File: src/rtl/replayQueue_consts.svh
// Sizes and widths shared by the replay queue RTL and its testbench
// Include wherever a size is needed; the guard keeps repeated includes harmless

`ifndef REPLAY_QUEUE_CONSTS_SVH
`define REPLAY_QUEUE_CONSTS_SVH

// Queue depth, kept a power of two so the pointers wrap on their own
`define RQ_ENTRY_NUM 16

// Issue slots recorded per cycle
`define RQ_INT_WIDTH 2
`define RQ_MEM_WIDTH 2

`define RQ_MSHR_NUM 4

// Op fields
`define RQ_AL_PTR_WIDTH 6
`define RQ_SUBSET_WIDTH 4
`define RQ_PAYLOAD_WIDTH 16

// Longest gap stamped into an entry
`define RQ_MAX_INTERVAL 7

// Entries that may still arrive after the stall is raised
`define RQ_MEM_LATENCY 4

`endif
File: src/rtl/replayQueuePkg.sv
// Types for the replay queue: micro-ops, queue entries, MSHR status and flush request
// Modules take them with a wildcard import in their header

`default_nettype none

`include "replayQueue_consts.svh"

package replayQueuePkg;

    typedef logic [$clog2(`RQ_ENTRY_NUM)-1:0] rqIndexT;
    typedef logic [$clog2(`RQ_ENTRY_NUM):0] rqCountT;
    typedef logic [$clog2(`RQ_MAX_INTERVAL + 1)-1:0] rqIntervalT;
    typedef logic [$clog2(`RQ_MSHR_NUM)-1:0] mshrIdT;
    typedef logic [`RQ_AL_PTR_WIDTH-1:0] alPtrT;

    typedef struct packed {
        alPtrT activeListPtr;
        logic [`RQ_PAYLOAD_WIDTH-1:0] payload;
    } intOpT;

    typedef struct packed {
        alPtrT activeListPtr;
        logic [`RQ_PAYLOAD_WIDTH-1:0] payload;
        logic isLoad;
        logic hasAllocatedMshr;
        mshrIdT mshrId;
        // Load hit an in-flight MSHR at issue time
        logic addrHit;
        logic [`RQ_SUBSET_WIDTH-1:0] addrSubset;
    } memOpT;

    // Everything issued in one cycle
    typedef struct packed {
        logic [`RQ_INT_WIDTH-1:0] intValid;
        intOpT [`RQ_INT_WIDTH-1:0] intOp;
        logic [`RQ_MEM_WIDTH-1:0] memValid;
        memOpT [`RQ_MEM_WIDTH-1:0] memOp;
    } rqRecordT;

    typedef struct packed {
        rqRecordT record;
        rqIntervalT replayInterval;
    } rqEntryT;

    typedef struct packed {
        logic valid;
        logic ready;
        logic [`RQ_SUBSET_WIDTH-1:0] addrSubset;
    } mshrStatusT;

    typedef struct packed {
        logic recovery;
        alPtrT rangeHead;
        alPtrT rangeTail;
    } flushReqT;

endpackage

`default_nettype wire

File: src/rtl/replayQueue.sv
// Replay queue of the scheduler
// Records issued int and memory ops, replays them in order with their
// original spacing and filters ops killed by a recovery

`default_nettype none

`include "replayQueue_consts.svh"

module replayQueue import replayQueuePkg::*; (
    input  logic       clk,
    input  logic       arstN,
    input  rqRecordT   record,
    input  mshrStatusT mshrStatus [`RQ_MSHR_NUM],
    input  flushReqT   flushReq,
    output rqRecordT   replayed,
    output logic       replay,
    output logic       stallUpper,
    output logic       flushedOpExist,
    output logic [`RQ_MSHR_NUM-1:0] mshrRelease
);

    logic push;
    logic pop;
    logic empty;
    logic headValid;
    rqIndexT tailPtr;
    rqIndexT headPtr;
    rqCountT count;
    rqEntryT wrEntry;
    rqEntryT headEntry;
    rqRecordT popEntry;

    replayRecorder u_recorder (
        .clk       (clk),
        .arstN     (arstN),
        .record    (record),
        .pop       (pop),
        .headValid (headValid),
        .push      (push),
        .wrEntry   (wrEntry),
        .tailPtr   (tailPtr),
        .headPtr   (headPtr),
        .count     (count),
        .empty     (empty)
    );

    replayStorage u_storage (
        .clk (clk),
        .we  (push),
        .wa  (tailPtr),
        .ra  (headPtr),
        .wv  (wrEntry),
        .rv  (headEntry)
    );

    replayGate u_gate (
        .clk        (clk),
        .arstN      (arstN),
        .headEntry  (headEntry),
        .empty      (empty),
        .mshrStatus (mshrStatus),
        .pop        (pop),
        .headValid  (headValid),
        .popEntry   (popEntry)
    );

    replayFlushFilter u_filter (
        .clk            (clk),
        .arstN          (arstN),
        .popEntry       (popEntry),
        .headValid      (headValid),
        .count          (count),
        .flushReq       (flushReq),
        .replayed       (replayed),
        .replay         (replay),
        .flushedOpExist (flushedOpExist),
        .mshrRelease    (mshrRelease),
        .stallUpper     (stallUpper)
    );

endmodule

`default_nettype wire

File: src/rtl/replayFlushFilter.sv
// Output stage of the replay queue
// Registers the popped ops, drops those inside a recovered range and
// tells the memory unit which MSHRs their loads may give back

`default_nettype none

`include "replayQueue_consts.svh"

module replayFlushFilter import replayQueuePkg::*; (
    input  logic     clk,
    input  logic     arstN,
    input  rqRecordT popEntry,
    input  logic     headValid,
    input  rqCountT  count,
    input  flushReqT flushReq,
    output rqRecordT replayed,
    output logic     replay,
    output logic     flushedOpExist,
    output logic [`RQ_MSHR_NUM-1:0] mshrRelease,
    output logic     stallUpper
);

    rqRecordT outReg;
    rqCountT flushCount;
    alPtrT rangeHead;
    alPtrT rangeTail;
    logic flushActive;
    logic almostFull;
    logic [`RQ_INT_WIDTH-1:0] flushInt;
    logic [`RQ_MEM_WIDTH-1:0] flushMem;

    // Circular range with an inclusive head and an exclusive tail
    function automatic logic inRange(alPtrT head, alPtrT tail, alPtrT ptr);
        if (head <= tail) begin
            return (ptr >= head) && (ptr < tail);
        end
        return (ptr >= head) || (ptr < tail);
    endfunction

    // One cycle from pop to the outputs
    always_ff @(posedge clk or negedge arstN) begin
        if (!arstN) begin
            outReg <= '0;
            replay <= 1'b0;
        end else begin
            outReg <= popEntry;
            replay <= headValid;
        end
    end

    // Entries queued at recovery may hold flushed ops
    always_ff @(posedge clk or negedge arstN) begin
        if (!arstN) begin
            flushCount <= '0;
        end else if (flushReq.recovery) begin
            flushCount <= count;
        end else if (flushActive && replay) begin
            flushCount <= flushCount - 1'b1;
        end
    end

    always_ff @(posedge clk) begin
        if (flushReq.recovery) begin
            rangeHead <= flushReq.rangeHead;
            rangeTail <= flushReq.rangeTail;
        end
    end

    assign flushActive = (flushCount != '0);
    assign flushedOpExist = flushActive;

    always_comb begin
        replayed = outReg;
        mshrRelease = '0;
        for (int i = 0; i < `RQ_INT_WIDTH; i++) begin
            flushInt[i] = flushActive
                && inRange(rangeHead, rangeTail, outReg.intOp[i].activeListPtr);
            replayed.intValid[i] = outReg.intValid[i] && !flushInt[i];
        end
        for (int i = 0; i < `RQ_MEM_WIDTH; i++) begin
            flushMem[i] = flushActive
                && inRange(rangeHead, rangeTail, outReg.memOp[i].activeListPtr);
            replayed.memValid[i] = outReg.memValid[i] && !flushMem[i];
            // A dropped load frees the MSHR it allocated
            if (outReg.memValid[i] && flushMem[i] && outReg.memOp[i].isLoad
                    && outReg.memOp[i].hasAllocatedMshr) begin
                mshrRelease[outReg.memOp[i].mshrId] = 1'b1;
            end
        end
    end

    // Leave room for ops already past the schedule stage
    assign almostFull = (count >= rqCountT'(`RQ_ENTRY_NUM - `RQ_MEM_LATENCY));
    assign stallUpper = replay || almostFull;

    // The flush counter never wraps and never exceeds the queue depth
    assert property (@(posedge clk) disable iff (!arstN)
        flushCount <= rqCountT'(`RQ_ENTRY_NUM))
        else $error("flush counter out of range");

endmodule

`default_nettype wire

File: src/rtl/replayGate.sv
// Pop decision for the head of the replay queue
// Waits out the recorded interval and holds the head while one of its
// loads depends on an MSHR that has not received data

`default_nettype none

`include "replayQueue_consts.svh"

module replayGate import replayQueuePkg::*; (
    input  logic       clk,
    input  logic       arstN,
    input  rqEntryT    headEntry,
    input  logic       empty,
    input  mshrStatusT mshrStatus [`RQ_MSHR_NUM],
    output logic       pop,
    output logic       headValid,
    output rqRecordT   popEntry
);

    rqIntervalT intervalCount;
    memOpT headMem [`RQ_MEM_WIDTH];
    mshrStatusT slotStatus [`RQ_MEM_WIDTH];
    logic [`RQ_MEM_WIDTH-1:0] allocWait;
    logic [`RQ_MEM_WIDTH-1:0] hitWait;
    logic [`RQ_MEM_WIDTH-1:0] held;
    logic anyValid;
    logic intervalDone;

    // Saturating count of cycles since the last pop
    always_ff @(posedge clk or negedge arstN) begin
        if (!arstN) begin
            intervalCount <= '0;
        end else if (pop) begin
            intervalCount <= '0;
        end else if (intervalCount < rqIntervalT'(`RQ_MAX_INTERVAL)) begin
            intervalCount <= intervalCount + 1'b1;
        end
    end

    always_comb begin
        for (int i = 0; i < `RQ_MEM_WIDTH; i++) begin
            headMem[i] = headEntry.record.memOp[i];
            slotStatus[i] = mshrStatus[headMem[i].mshrId];
            // Load owns the MSHR and its fill has not come back
            allocWait[i] = headMem[i].hasAllocatedMshr && !slotStatus[i].ready;
            // Load hit a pending miss that still serves the same line
            hitWait[i] = headMem[i].addrHit && slotStatus[i].valid
                && (slotStatus[i].addrSubset == headMem[i].addrSubset)
                && !slotStatus[i].ready;
            held[i] = headEntry.record.memValid[i] && headMem[i].isLoad
                && (allocWait[i] || hitWait[i]);
        end
    end

    assign anyValid = (|headEntry.record.intValid) || (|headEntry.record.memValid);
    assign intervalDone = (intervalCount >= headEntry.replayInterval);

    // Bubbles never carry loads and are never held
    assign pop = !empty && intervalDone && !(|held);
    assign headValid = pop && anyValid;

    always_comb begin
        popEntry = headEntry.record;
        popEntry.intValid = pop ? headEntry.record.intValid : '0;
        popEntry.memValid = pop ? headEntry.record.memValid : '0;
    end

    // A waiting head is never overwritten or moved
    assert property (@(posedge clk) disable iff (!arstN)
        (!empty && !pop) |=> $stable(headEntry))
        else $error("head entry changed while waiting");

endmodule

`default_nettype wire

File: src/rtl/replayStorage.sv
// Entry memory of the replay queue
// Written at the tail on the clock edge, read at the head without a clock

`default_nettype none

`include "replayQueue_consts.svh"

module replayStorage import replayQueuePkg::*; (
    input  logic    clk,
    input  logic    we,
    input  rqIndexT wa,
    input  rqIndexT ra,
    input  rqEntryT wv,
    output rqEntryT rv
);

    rqEntryT mem [`RQ_ENTRY_NUM];

    always_ff @(posedge clk) begin
        if (we) begin
            mem[wa] <= wv;
        end
    end

    // Asynchronous read so the gate sees the head in the same cycle
    assign rv = mem[ra];

endmodule

`default_nettype wire

File: src/rtl/replayRecorder.sv
// Record side of the replay queue
// Decides each cycle whether the issued record is pushed, stamps the gap since
// the previous push and keeps pointers, occupancy and valid-op count

`default_nettype none

`include "replayQueue_consts.svh"

module replayRecorder import replayQueuePkg::*; (
    input  logic     clk,
    input  logic     arstN,
    input  rqRecordT record,
    input  logic     pop,
    input  logic     headValid,
    output logic     push,
    output rqEntryT  wrEntry,
    output rqIndexT  tailPtr,
    output rqIndexT  headPtr,
    output rqCountT  count,
    output logic     empty
);

    logic full;
    logic recordValid;
    rqCountT validInstCount;
    rqIntervalT intervalIn;

    assign full = (count == rqCountT'(`RQ_ENTRY_NUM));
    assign empty = (count == '0);
    assign recordValid = (|record.intValid) || (|record.memValid);

    // Bubbles are kept while real ops are queued so the spacing survives
    assign push = !full && (recordValid || (validInstCount != '0));

    assign wrEntry.record = record;
    assign wrEntry.replayInterval = intervalIn;

    always_ff @(posedge clk or negedge arstN) begin
        if (!arstN) begin
            headPtr <= '0;
            tailPtr <= '0;
            count <= '0;
        end else begin
            if (push) begin
                tailPtr <= tailPtr + 1'b1;
            end
            if (pop) begin
                headPtr <= headPtr + 1'b1;
            end
            count <= count + rqCountT'(push) - rqCountT'(pop);
        end
    end

    // headValid already implies a pop of a non-bubble entry
    always_ff @(posedge clk or negedge arstN) begin
        if (!arstN) begin
            validInstCount <= '0;
        end else begin
            validInstCount <= validInstCount + rqCountT'(push && recordValid)
                - rqCountT'(headValid);
        end
    end

    // Saturating count of cycles since the last push
    always_ff @(posedge clk or negedge arstN) begin
        if (!arstN) begin
            intervalIn <= '0;
        end else if (push) begin
            intervalIn <= '0;
        end else if (intervalIn < rqIntervalT'(`RQ_MAX_INTERVAL)) begin
            intervalIn <= intervalIn + 1'b1;
        end
    end

    // Occupancy never goes past the depth nor wraps below zero
    assert property (@(posedge clk) disable iff (!arstN)
        count <= rqCountT'(`RQ_ENTRY_NUM))
        else $error("replay queue occupancy out of range");

    // Valid ops can never outnumber the entries holding them
    assert property (@(posedge clk) disable iff (!arstN)
        validInstCount <= count)
        else $error("valid op count exceeds occupancy");

endmodule

`default_nettype wire

File: config.mk
export PLATFORM = sky130hd
export DESIGN_NAME = replayQueue
export DESIGN_NICKNAME = d
export VERILOG_FILES = /design/src/rtl/replayQueuePkg.sv /design/src/rtl/replayQueue.sv /design/src/rtl/replayFlushFilter.sv /design/src/rtl/replayGate.sv /design/src/rtl/replayStorage.sv /design/src/rtl/replayRecorder.sv
export VERILOG_INCLUDE_DIRS = /design/src /design/src/rtl
export SDC_FILE = /design/constraint.sdc
export NUM_CORES = 2
export LEC_CHECK = 0
export ABC_AREA = 1
export BUFFER_PORTS_ARGS = -buffer_cell sky130_fd_sc_hd__buf_4
export CAP_MARGIN = 40
export CORE_MARGIN = 2
export CORE_UTILIZATION = 50
export CTS_CLUSTER_DIAMETER = 150
export DETAILED_ROUTE_END_ITERATION = 7
export PLACE_DENSITY_LB_ADDON = 0.2
export SLEW_MARGIN = 20
export SYNTH_ARGS = -nofsm -noshare
export SYNTH_HDL_FRONTEND = slang
export SYNTH_SLANG_ARGS = --single-unit
File: constraint.sdc
create_clock -name clk -period 6.4 [get_ports clk]
set_input_delay 0.64 -clock clk [delete_from_list [all_inputs] [get_ports clk]]
set_output_delay 0.64 -clock clk [all_outputs]
set_load 0.01 [all_outputs]
After elaboration in Yosys (flattened, before gate mapping)
Memory sizes are Yosys's and may differ from the RTL's.
Cells that the tools add are included.
{ "op_classes": {"add_sub_neg": 9, "magnitude_cmp": 19, "n_eq_ne": 3, "n_mux": 31, "bitwise": 3, "reduce_logical": 68} }
{ "ops": {"columns": ["cell", "n"], "rows": [
  ["logical AND 1 bit", 38],
  ["binary-select mux 6 bit (select 2 bit)", 2],
  ["greater-or-equal comparator 6 bit", 4],
  ["< comparator 6 bit", 4],
  ["2-to-1 mux 6 bit", 4],
  ["2-to-1 mux 1 bit", 13],
  ["2-to-1 mux 3 bit", 4],
  ["adder 5 x 1 -> 5 bit", 2],
  ["logical OR 1 bit", 10],
  ["2-to-1 mux 5 bit", 2],
  ["nonzero test 5 bit", 2],
  ["OR reduction 2 bit", 5],
  ["subtractor 5 x 1 -> 5 bit", 2],
  ["zero test 1 bit", 9],
  ["adder 4 x 1 -> 4 bit, second input constant", 2],
  ["equality test 4 bit", 2],
  ["2-to-1 mux 4 bit", 2],
  ["adder 3 x 1 -> 3 bit, second input constant", 2],
  ["greater-or-equal comparator 3 bit, second input constant", 2],
  ["<= comparator 6 bit", 1],
  ["< comparator 2 x 3 -> 1 bit, second input constant", 2],
  ["< comparator 3 bit, second input constant", 2],
  ["inverter 2 -> 3 bit", 2],
  ["nonzero test 2 bit", 3],
  ["other kinds (9)", 12]
]} }
{ "word_totals": {"reg_bits": 152, "ram_bits": 1808, "in_bits": 149, "out_inout_bits": 117, "wordCells": 164, "n_memories": 1} }
{ "mem_list": {"columns": ["memory", "depth", "width", "rd", "rd_clocked_by_memory_dff", "wr", "line_no", "source"], "rows": [
  ["u_storage.mem", 16, 113, 1, 0, 1, "replayStorage.sv:17", "rqEntryT mem [`RQ_ENTRY_NUM];"]
]} }

Depth between registers and ports, before layout
An unclocked memory read counts as a cell.
{ "depth": {"ltp_word": 15, "depth_mapped": 30, "ltp_nobuf": 27} }

Cells and area by module
A second synthesis with hierarchy kept.
{ "hier_totals": {"hier_cells": 8337, "hier_area_um2": 86733.2} }
{ "modules_own_cells": {"columns": ["mod", "n_inst", "cells_each", "area_each_um2", "seq_area_each_um2"], "rows": [
  ["replayStorage", 1, 7299, 77237.8, 54292.1],
  ["replayFlushFilter", 1, 527, 5798.1, 3263.1],
  ["replayRecorder", 1, 237, 2053.2, 525.5],
  ["replayGate", 1, 274, 1644.1, 75.1]
]} }

Least setup slack after synthesis
OpenSTA, ideal clock, no wires.
{ "synth_timing": {"kind": "register -> register", "from": "register u_recorder.count[2]", "to": "memory u_storage.mem[11][0] (netlist bit) (enable)", "setup_ns": 0.586, "t_arrival_ns": 5.857, "required_ns": 5.814, "path_slack_ns": -0.044, "path_stages_with_launch": 8, "path_buffers": 0, "period_less_slack_ns": 6.444, "cell_sequence": "dfrtp_1 inv_1 ha_1 nand4_1 nand2_1 clkinv_1 nand2_1 nor2_1"} }
{ "synth_between": {"elab_chain_len": 5} }
{ "synth_lines": {"columns": ["element", "line_no", "source"], "rows": [
  ["from (decl)", "replayRecorder.sv:19", "output rqCountT count,"],
  ["from (signal assigned)", "replayRecorder.sv:50", "count <= count + rqCountT'(push) - rqCountT'(pop);"],
  ["equality test 5 bit", "replayRecorder.sv:28", "assign full = (count == rqCountT'(`RQ_ENTRY_NUM));"],
  ["zero test 1 bit", "replayRecorder.sv:33", "assign push = !full && (recordValid || (validInstCount != '0));"],
  ["logical AND 1 bit", "replayRecorder.sv:33", null],
  ["2-to-1 mux 1 bit", "replayStorage.sv:20", "if (we) begin"],
  ["2-to-1 mux 1 bit (not written as such)", "replayStorage.sv:21", "mem[wa] <= wv;"],
  ["to (decl)", "replayStorage.sv:17", null]
]} }
No other way between the ends.

Final worst setup path
{ "layout_timing": {"from": "register u_recorder.headPtr[2]", "to": "register u_recorder.validInstCount[4]"} }
{ "layout_between": {"elab_chain_len": 15, "word_cells_on_any_way": 37, "classes_between": "add/sub: 1; order compare: 1; eq/ne: 2; mux: 6; bitwise: 2; reduce/logical: 24; memory: 1"} }
{ "layout_lines": {"columns": ["element", "line_no", "source"], "rows": [
  ["from (decl)", "replayRecorder.sv:18", "output rqIndexT headPtr,"],
  ["from (signal assigned)", "replayRecorder.sv:48", "headPtr <= headPtr + 1'b1;"],
  ["memory read (16 x 113 bit) *", null, null],
  ["inverter 2 -> 3 bit (not written as such)", "replayGate.sv:43", "slotStatus[i] = mshrStatus[headMem[i].mshrId];"],
  ["binary-select mux 6 bit (select 2 bit)", "replayGate.sv:43", null],
  ["2-to-1 mux 6 bit (not written as such) (2 in a row)", "replayGate.sv:43", null],
  ["equality test 4 bit / logical AND 1 bit (equally long branches)", "replayGate.sv:48, replayGate.sv:47", null],
  ["logical AND 1 bit", "replayGate.sv:48", "&& (slotStatus[i].addrSubset == headMem[i].addrSubset)"],
  ["logical AND 1 bit", "replayGate.sv:49", "&& !slotStatus[i].ready;"],
  ["logical OR 1 bit", "replayGate.sv:51", "&& (allocWait[i] || hitWait[i]);"],
  ["logical AND 1 bit", "replayGate.sv:51", null],
  ["OR reduction 2 bit", "replayGate.sv:59", "assign pop = !empty && intervalDone && !(|held);"],
  ["zero test 1 bit", "replayGate.sv:59", null],
  ["logical AND 1 bit", "replayGate.sv:59", null],
  ["logical AND 1 bit *", "replayGate.sv:60", "assign headValid = pop && anyValid;"],
  ["via headValid", "replayQueue.sv:25", "logic headValid;"],
  ["subtractor 5 x 1 -> 5 bit *", "replayRecorder.sv:60", "- rqCountT'(headValid);"],
  ["to (signal assigned)", "replayRecorder.sv:59", "validInstCount <= validInstCount + rqCountT'(push && recordValid)"],
  ["to (decl)", "replayRecorder.sv:25", "rqCountT validInstCount;"]
]} }
The timed path passes the listed nets; every way through them passes the cells marked *. The select of a mux whose other input is x is not followed.
A chain may end at the register's enable or synchronous reset.

==> summary.txt <==
Place
  • Gpl congestion: 0.808
  • DP Worst Slack: 1.36 ns
  • Placed inst area: 81100 sq um
  • Dpl hpwl: 104000 um
  • Port Buffer Count: 265

CTS
  • Number of CTS-inserted buffers: 197
  • Clk root buf: clkbuf_16
  • Reg clk slew, reported paths: 0.06 ns
  • Worst-skew pair later-pin latency: 0.86 ns
  • TritonCTS clock tree: yes
  • Post-CTS sizing: 0
  • Clk buf depth: 3
  • CTS Sinks: 1960
  • Number of H-tree levels: 4

Power
  • Switching pwr: 15800 uW
  • Clk pwr share: 26.2%
  • Internal power: 27300 uW
  • Power share of the combinational group: 32.4%
  • PwrDens: 492 nW/um^2
  • Leak: 0.0299 uW
  • Sw Share: 36.6%
  • Sequential share of power: 41.4%
  • Peak supply drop: 0.396 mV

Drt
  • DR WL/cell: 25.3 um
  • Via/cell ratio: 5.98
  • ANT nets after route: 0
  • Via count: 48.0k
  • DRT iter0 DRCs: 5129
  • Final wirelength: 203000 um
  • First-pass DRT Iterations: 6
  • DRC viols: 0

Setup path
  • Crit Reg-Reg Startpoint: u_recorder.headPtr[2]$_DFFE_PN0P_
  • Worst-path cell chain: buf_12 -> o221ai_1 -> o211ai_1 -> nand2_1 -> inv_1 -> ha_1 -> nand2_1 -> o211ai_1 -> o21ai_0 -> inv_1 -> nand3_2 -> nor2_1 -> ha_1 -> inv_1 -> ha_1 -> inv_1 -> fa_1 -> o21ai_0 -> a21oi_1 -> xor2_1
  • Reg2Reg Depth: 20
  • Reg2Reg Capture Point: u_recorder.validInstCount[4]$_DFF_PN0_
  • WP data required: 7.12 ns
  • WP buf/inv: 5
  • Worst path most repeated cell: inv_1
  • Startpoint Class: flip-flop
  • CP Data Arrival Time: 5.79 ns
  • Crit-path leading delay family: compound AO/OA/AOI/OAI gates
  • CP max-delay cell: dfrtp_4
  • WS Path Type: flip-flop to flip-flop
  • Crit Path Max Fanout: 97
  • Element type at the critical path end: flip-flop
  • R2R setup slack: 1.32 ns
  • CP max stage delay: 0.87 ns

Die
  • I/O pins: 266
  • Initial Util: 50.3%
  • Die Y: 398 um
  • Site Rows: 144
  • Core area: 154000 sq um
  • Full die area: 158000 sq um
  • Die W: 398 um

Global routing
  • Remaining global-route overflow: 0
  • Largest net degree at the start of global routing: 224
  • Number of global-route vias before repair: 46.5k
  • Global-route wire length before repair: 302000 um
  • GR Util All Layers: 25.5%
  • Initial antenna violation count: 18

STA
  • Final worst slack: 1.32 ns
  • Setup violators final: 0
  • Worst clock skew: 0.0599 ns
  • Fmax achieved: 197 MHz
  • Fin. Hold Viols: 0
  • Fin crit share: 79.3%
  • Final min period: 5.08 ns
  • RSZ-0062 raised after global routing: no
  • Slew headroom: 24.7%
  • Worst Tran Pin Value: 1.13 ns
  • Max Transition Viols Final: 0

Synth
  • Yosys top cell by area: edfxtp_1
  • Synthesized area: 77500 sq um
  • Synthesis-stage register bit count: 1960
  • Net Count, Synth: 5934
  • Syn Area/Cell: 13.6 sq um
  • Seq/Total Area, Yosys: 75.0%
  • YS warnings: 0
  • Most used DFF post-synth: edfxtp_1
  • EDFF count, synth: 1820
  • Synth area leaders: edfxtp_1 70%, o21ai_0 5.2%, dfrtp_1 4.5%, nor2_1 4.1%, o221ai_1 3.7%
  • Post-synth top area share: 70.5%
  • Mapped Cells: 5707
  • FFs w/ async S/R, synth: 7.14%
  • Netlist cell types: 41

Cells and area
  • Area grow syn2layout: 13.1%
  • Layout cells sized above 1: 11.6%
  • # nets final: 6035
  • Design area: 87700 sq um
  • Most common cell after layout, fill and taps aside: edfxtp_1
  • Commonest non-fill, non-tap cells in the layout: 1820 x edfxtp_1, 826 x nor2_1, 804 x o21ai_0
  • Final core utilization: 56.9%

Worst hold path
  • HP Class: primary input to flip-flop
  • Hold-critical path depth: 1
  • Hold Crit Start: record[94]
  • Worst hold path endpoint: u_storage.mem[0][97]$_DFFE_PP_

Flow run
  • Max-cap viol count: 0

Outcome
  • Status: finished clean
worst max-delay path by stage:
stage	from	cells past startpoint	end	slack [ns]
6_report	u_recorder.headPtr[2]$_DFFE_PN0P_	20	u_recorder.validInstCount[4]$_DFF_PN0_	1.32
5_1_grt	u_recorder.headPtr[1]$_DFFE_PN0P_	21	u_recorder.validInstCount[4]$_DFF_PN0_	1.05
4_1_cts	u_recorder.headPtr[1]$_DFFE_PN0P_	21	u_recorder.validInstCount[4]$_DFF_PN0_	1.34
3_5_place_dp	u_recorder.headPtr[1]$_DFFE_PN0P_	21	u_recorder.validInstCount[4]$_DFF_PN0_	1.36
3_3_place_gp	u_recorder.headPtr[1]$_DFFE_PN0P_	21	u_recorder.validInstCount[4]$_DFF_PN0_	1.36
2_1_floorplan	u_recorder.count[2]$_DFF_PN0_	7	u_storage.mem[11][0]$_DFFE_PP_	-0.04
power groups by stage:
stage / clock, uW / sequential (uW) / combinational (uW)
after detailed placement: 0 / 18100 / 13900
after global placement: 0 / 18100 / 13500
after floorplan: 0 / 17900 / 9240
final: 11300 / 17800 / 14000
after CTS: 11500 / 17900 / 14000
after global routing: 12000 / 18000 / 15400
worst reg2reg max path, stage by stage (launching register included):
cell	delay (ns)
dfrtp_4	0.87
buf_12	0.51
o221ai_1	0.45
o211ai_1	0.14
nand2_1	0.12
inv_1	0.07
ha_1	0.16
nand2_1	0.07
o211ai_1	0.32
o21ai_0	0.14
inv_1	0.16
nand3_2	0.34
nor2_1	0.26
ha_1	0.26
inv_1	0.06
ha_1	0.16
inv_1	0.06
fa_1	0.42
o21ai_0	0.18
a21oi_1	0.09
xor2_1	0.14
cells by family after synthesis:
kind of cell	Yosys count	share of synthesized area, %
compound gates	1346	10.7
xor+xnor	16	0.181
fa+ha+maj	78	1.28
buf+inv	620	3.89
flops	1960	75.0
mux	1	0.0129
simple gates	1686	8.91
repair_timing:
| item | 4_1_cts | 5_1_grt |
|---|---|---|
| setup buffers | 0 | 0 |
| hold buffers | 13 | 0 |
| endpoints found under the hold margin | 93 | 0 |
cell type report:
type                    count  area [sq um]
flip-flops and latches   1960         58200
clock inverters           104          1050
inverters                 135           556
repair buffers            387          3490
diodes                      9          22.5
well taps                2044          2560
fillers                 12200         66400
clock buffers             262          5360
multi-input cells        3127         16500
state kept, by name (all words and copies together) (netlist names):
name,count
u_filter.replayed,106
u_recorder.tailPtr,4
u_storage.mem,1808
u_filter.outReg,4
u_recorder.validInstCount,5
u_filter.replay,1
u_filter.flushCount,5
u_gate.intervalCount,3
u_recorder.intervalIn,3
u_recorder.headPtr,4
u_filter.rangeHead,6
u_filter.rangeTail,6
u_recorder.count,5
through the flow:
| stage | hold slack (ns) | power, uW | setup TNS (ns) | cells |
|---|---|---|---|---|
| detailed placement | 0.497 | 32000 | 0 | 7640 |
| CTS | 0.0273 | 43300 | 0 | 8019 |
| global route | 0.0611 | 45400 | 0 | 8025 |
| global placement | 0.486 | 31500 | 0 | 7617 |
| floorplan | 0.344 | 27200 | -44.51 | 5707 |
| finish | 0.0842 | 43100 | 0 | 8028 |
synth_stat cells (3+ instances only):
cell type  count
clkinv_1       3
nand2_1      460
nand3_4        3
inv_2          6
xor2_1        10
nor4_1         3
buf_6         19
o22ai_1       78
o211ai_1      82
o21ai_0      804
a21oi_1       26
dfrtp_1      140
a21boi_0       5
buf_1         31
clkbuf_1     247
o221ai_1     324
nand3_1      350
nand4_1       12
nor2_1       842
o21a_1         7
nand3b_1       4
inv_1        125
buf_2         67
ha_1          76
o21ai_1       13
xnor2_1        6
nand2_2        5
nand3_2        4
edfxtp_1    1820
buf_4        121
metal layers:
layer | up-vias | global-route usage (%) | routed length, um
met5 | - | 0 | 85
met4 | 12 | 7.14 | 4770
met3 | 331 | 4.46 | 15400
met2 | 1919 | 41.4 | 98000
met1 | 24300 | 35.5 | 85200
li1 | 21400 | - | -
Power figures use the tool's default switching activity.
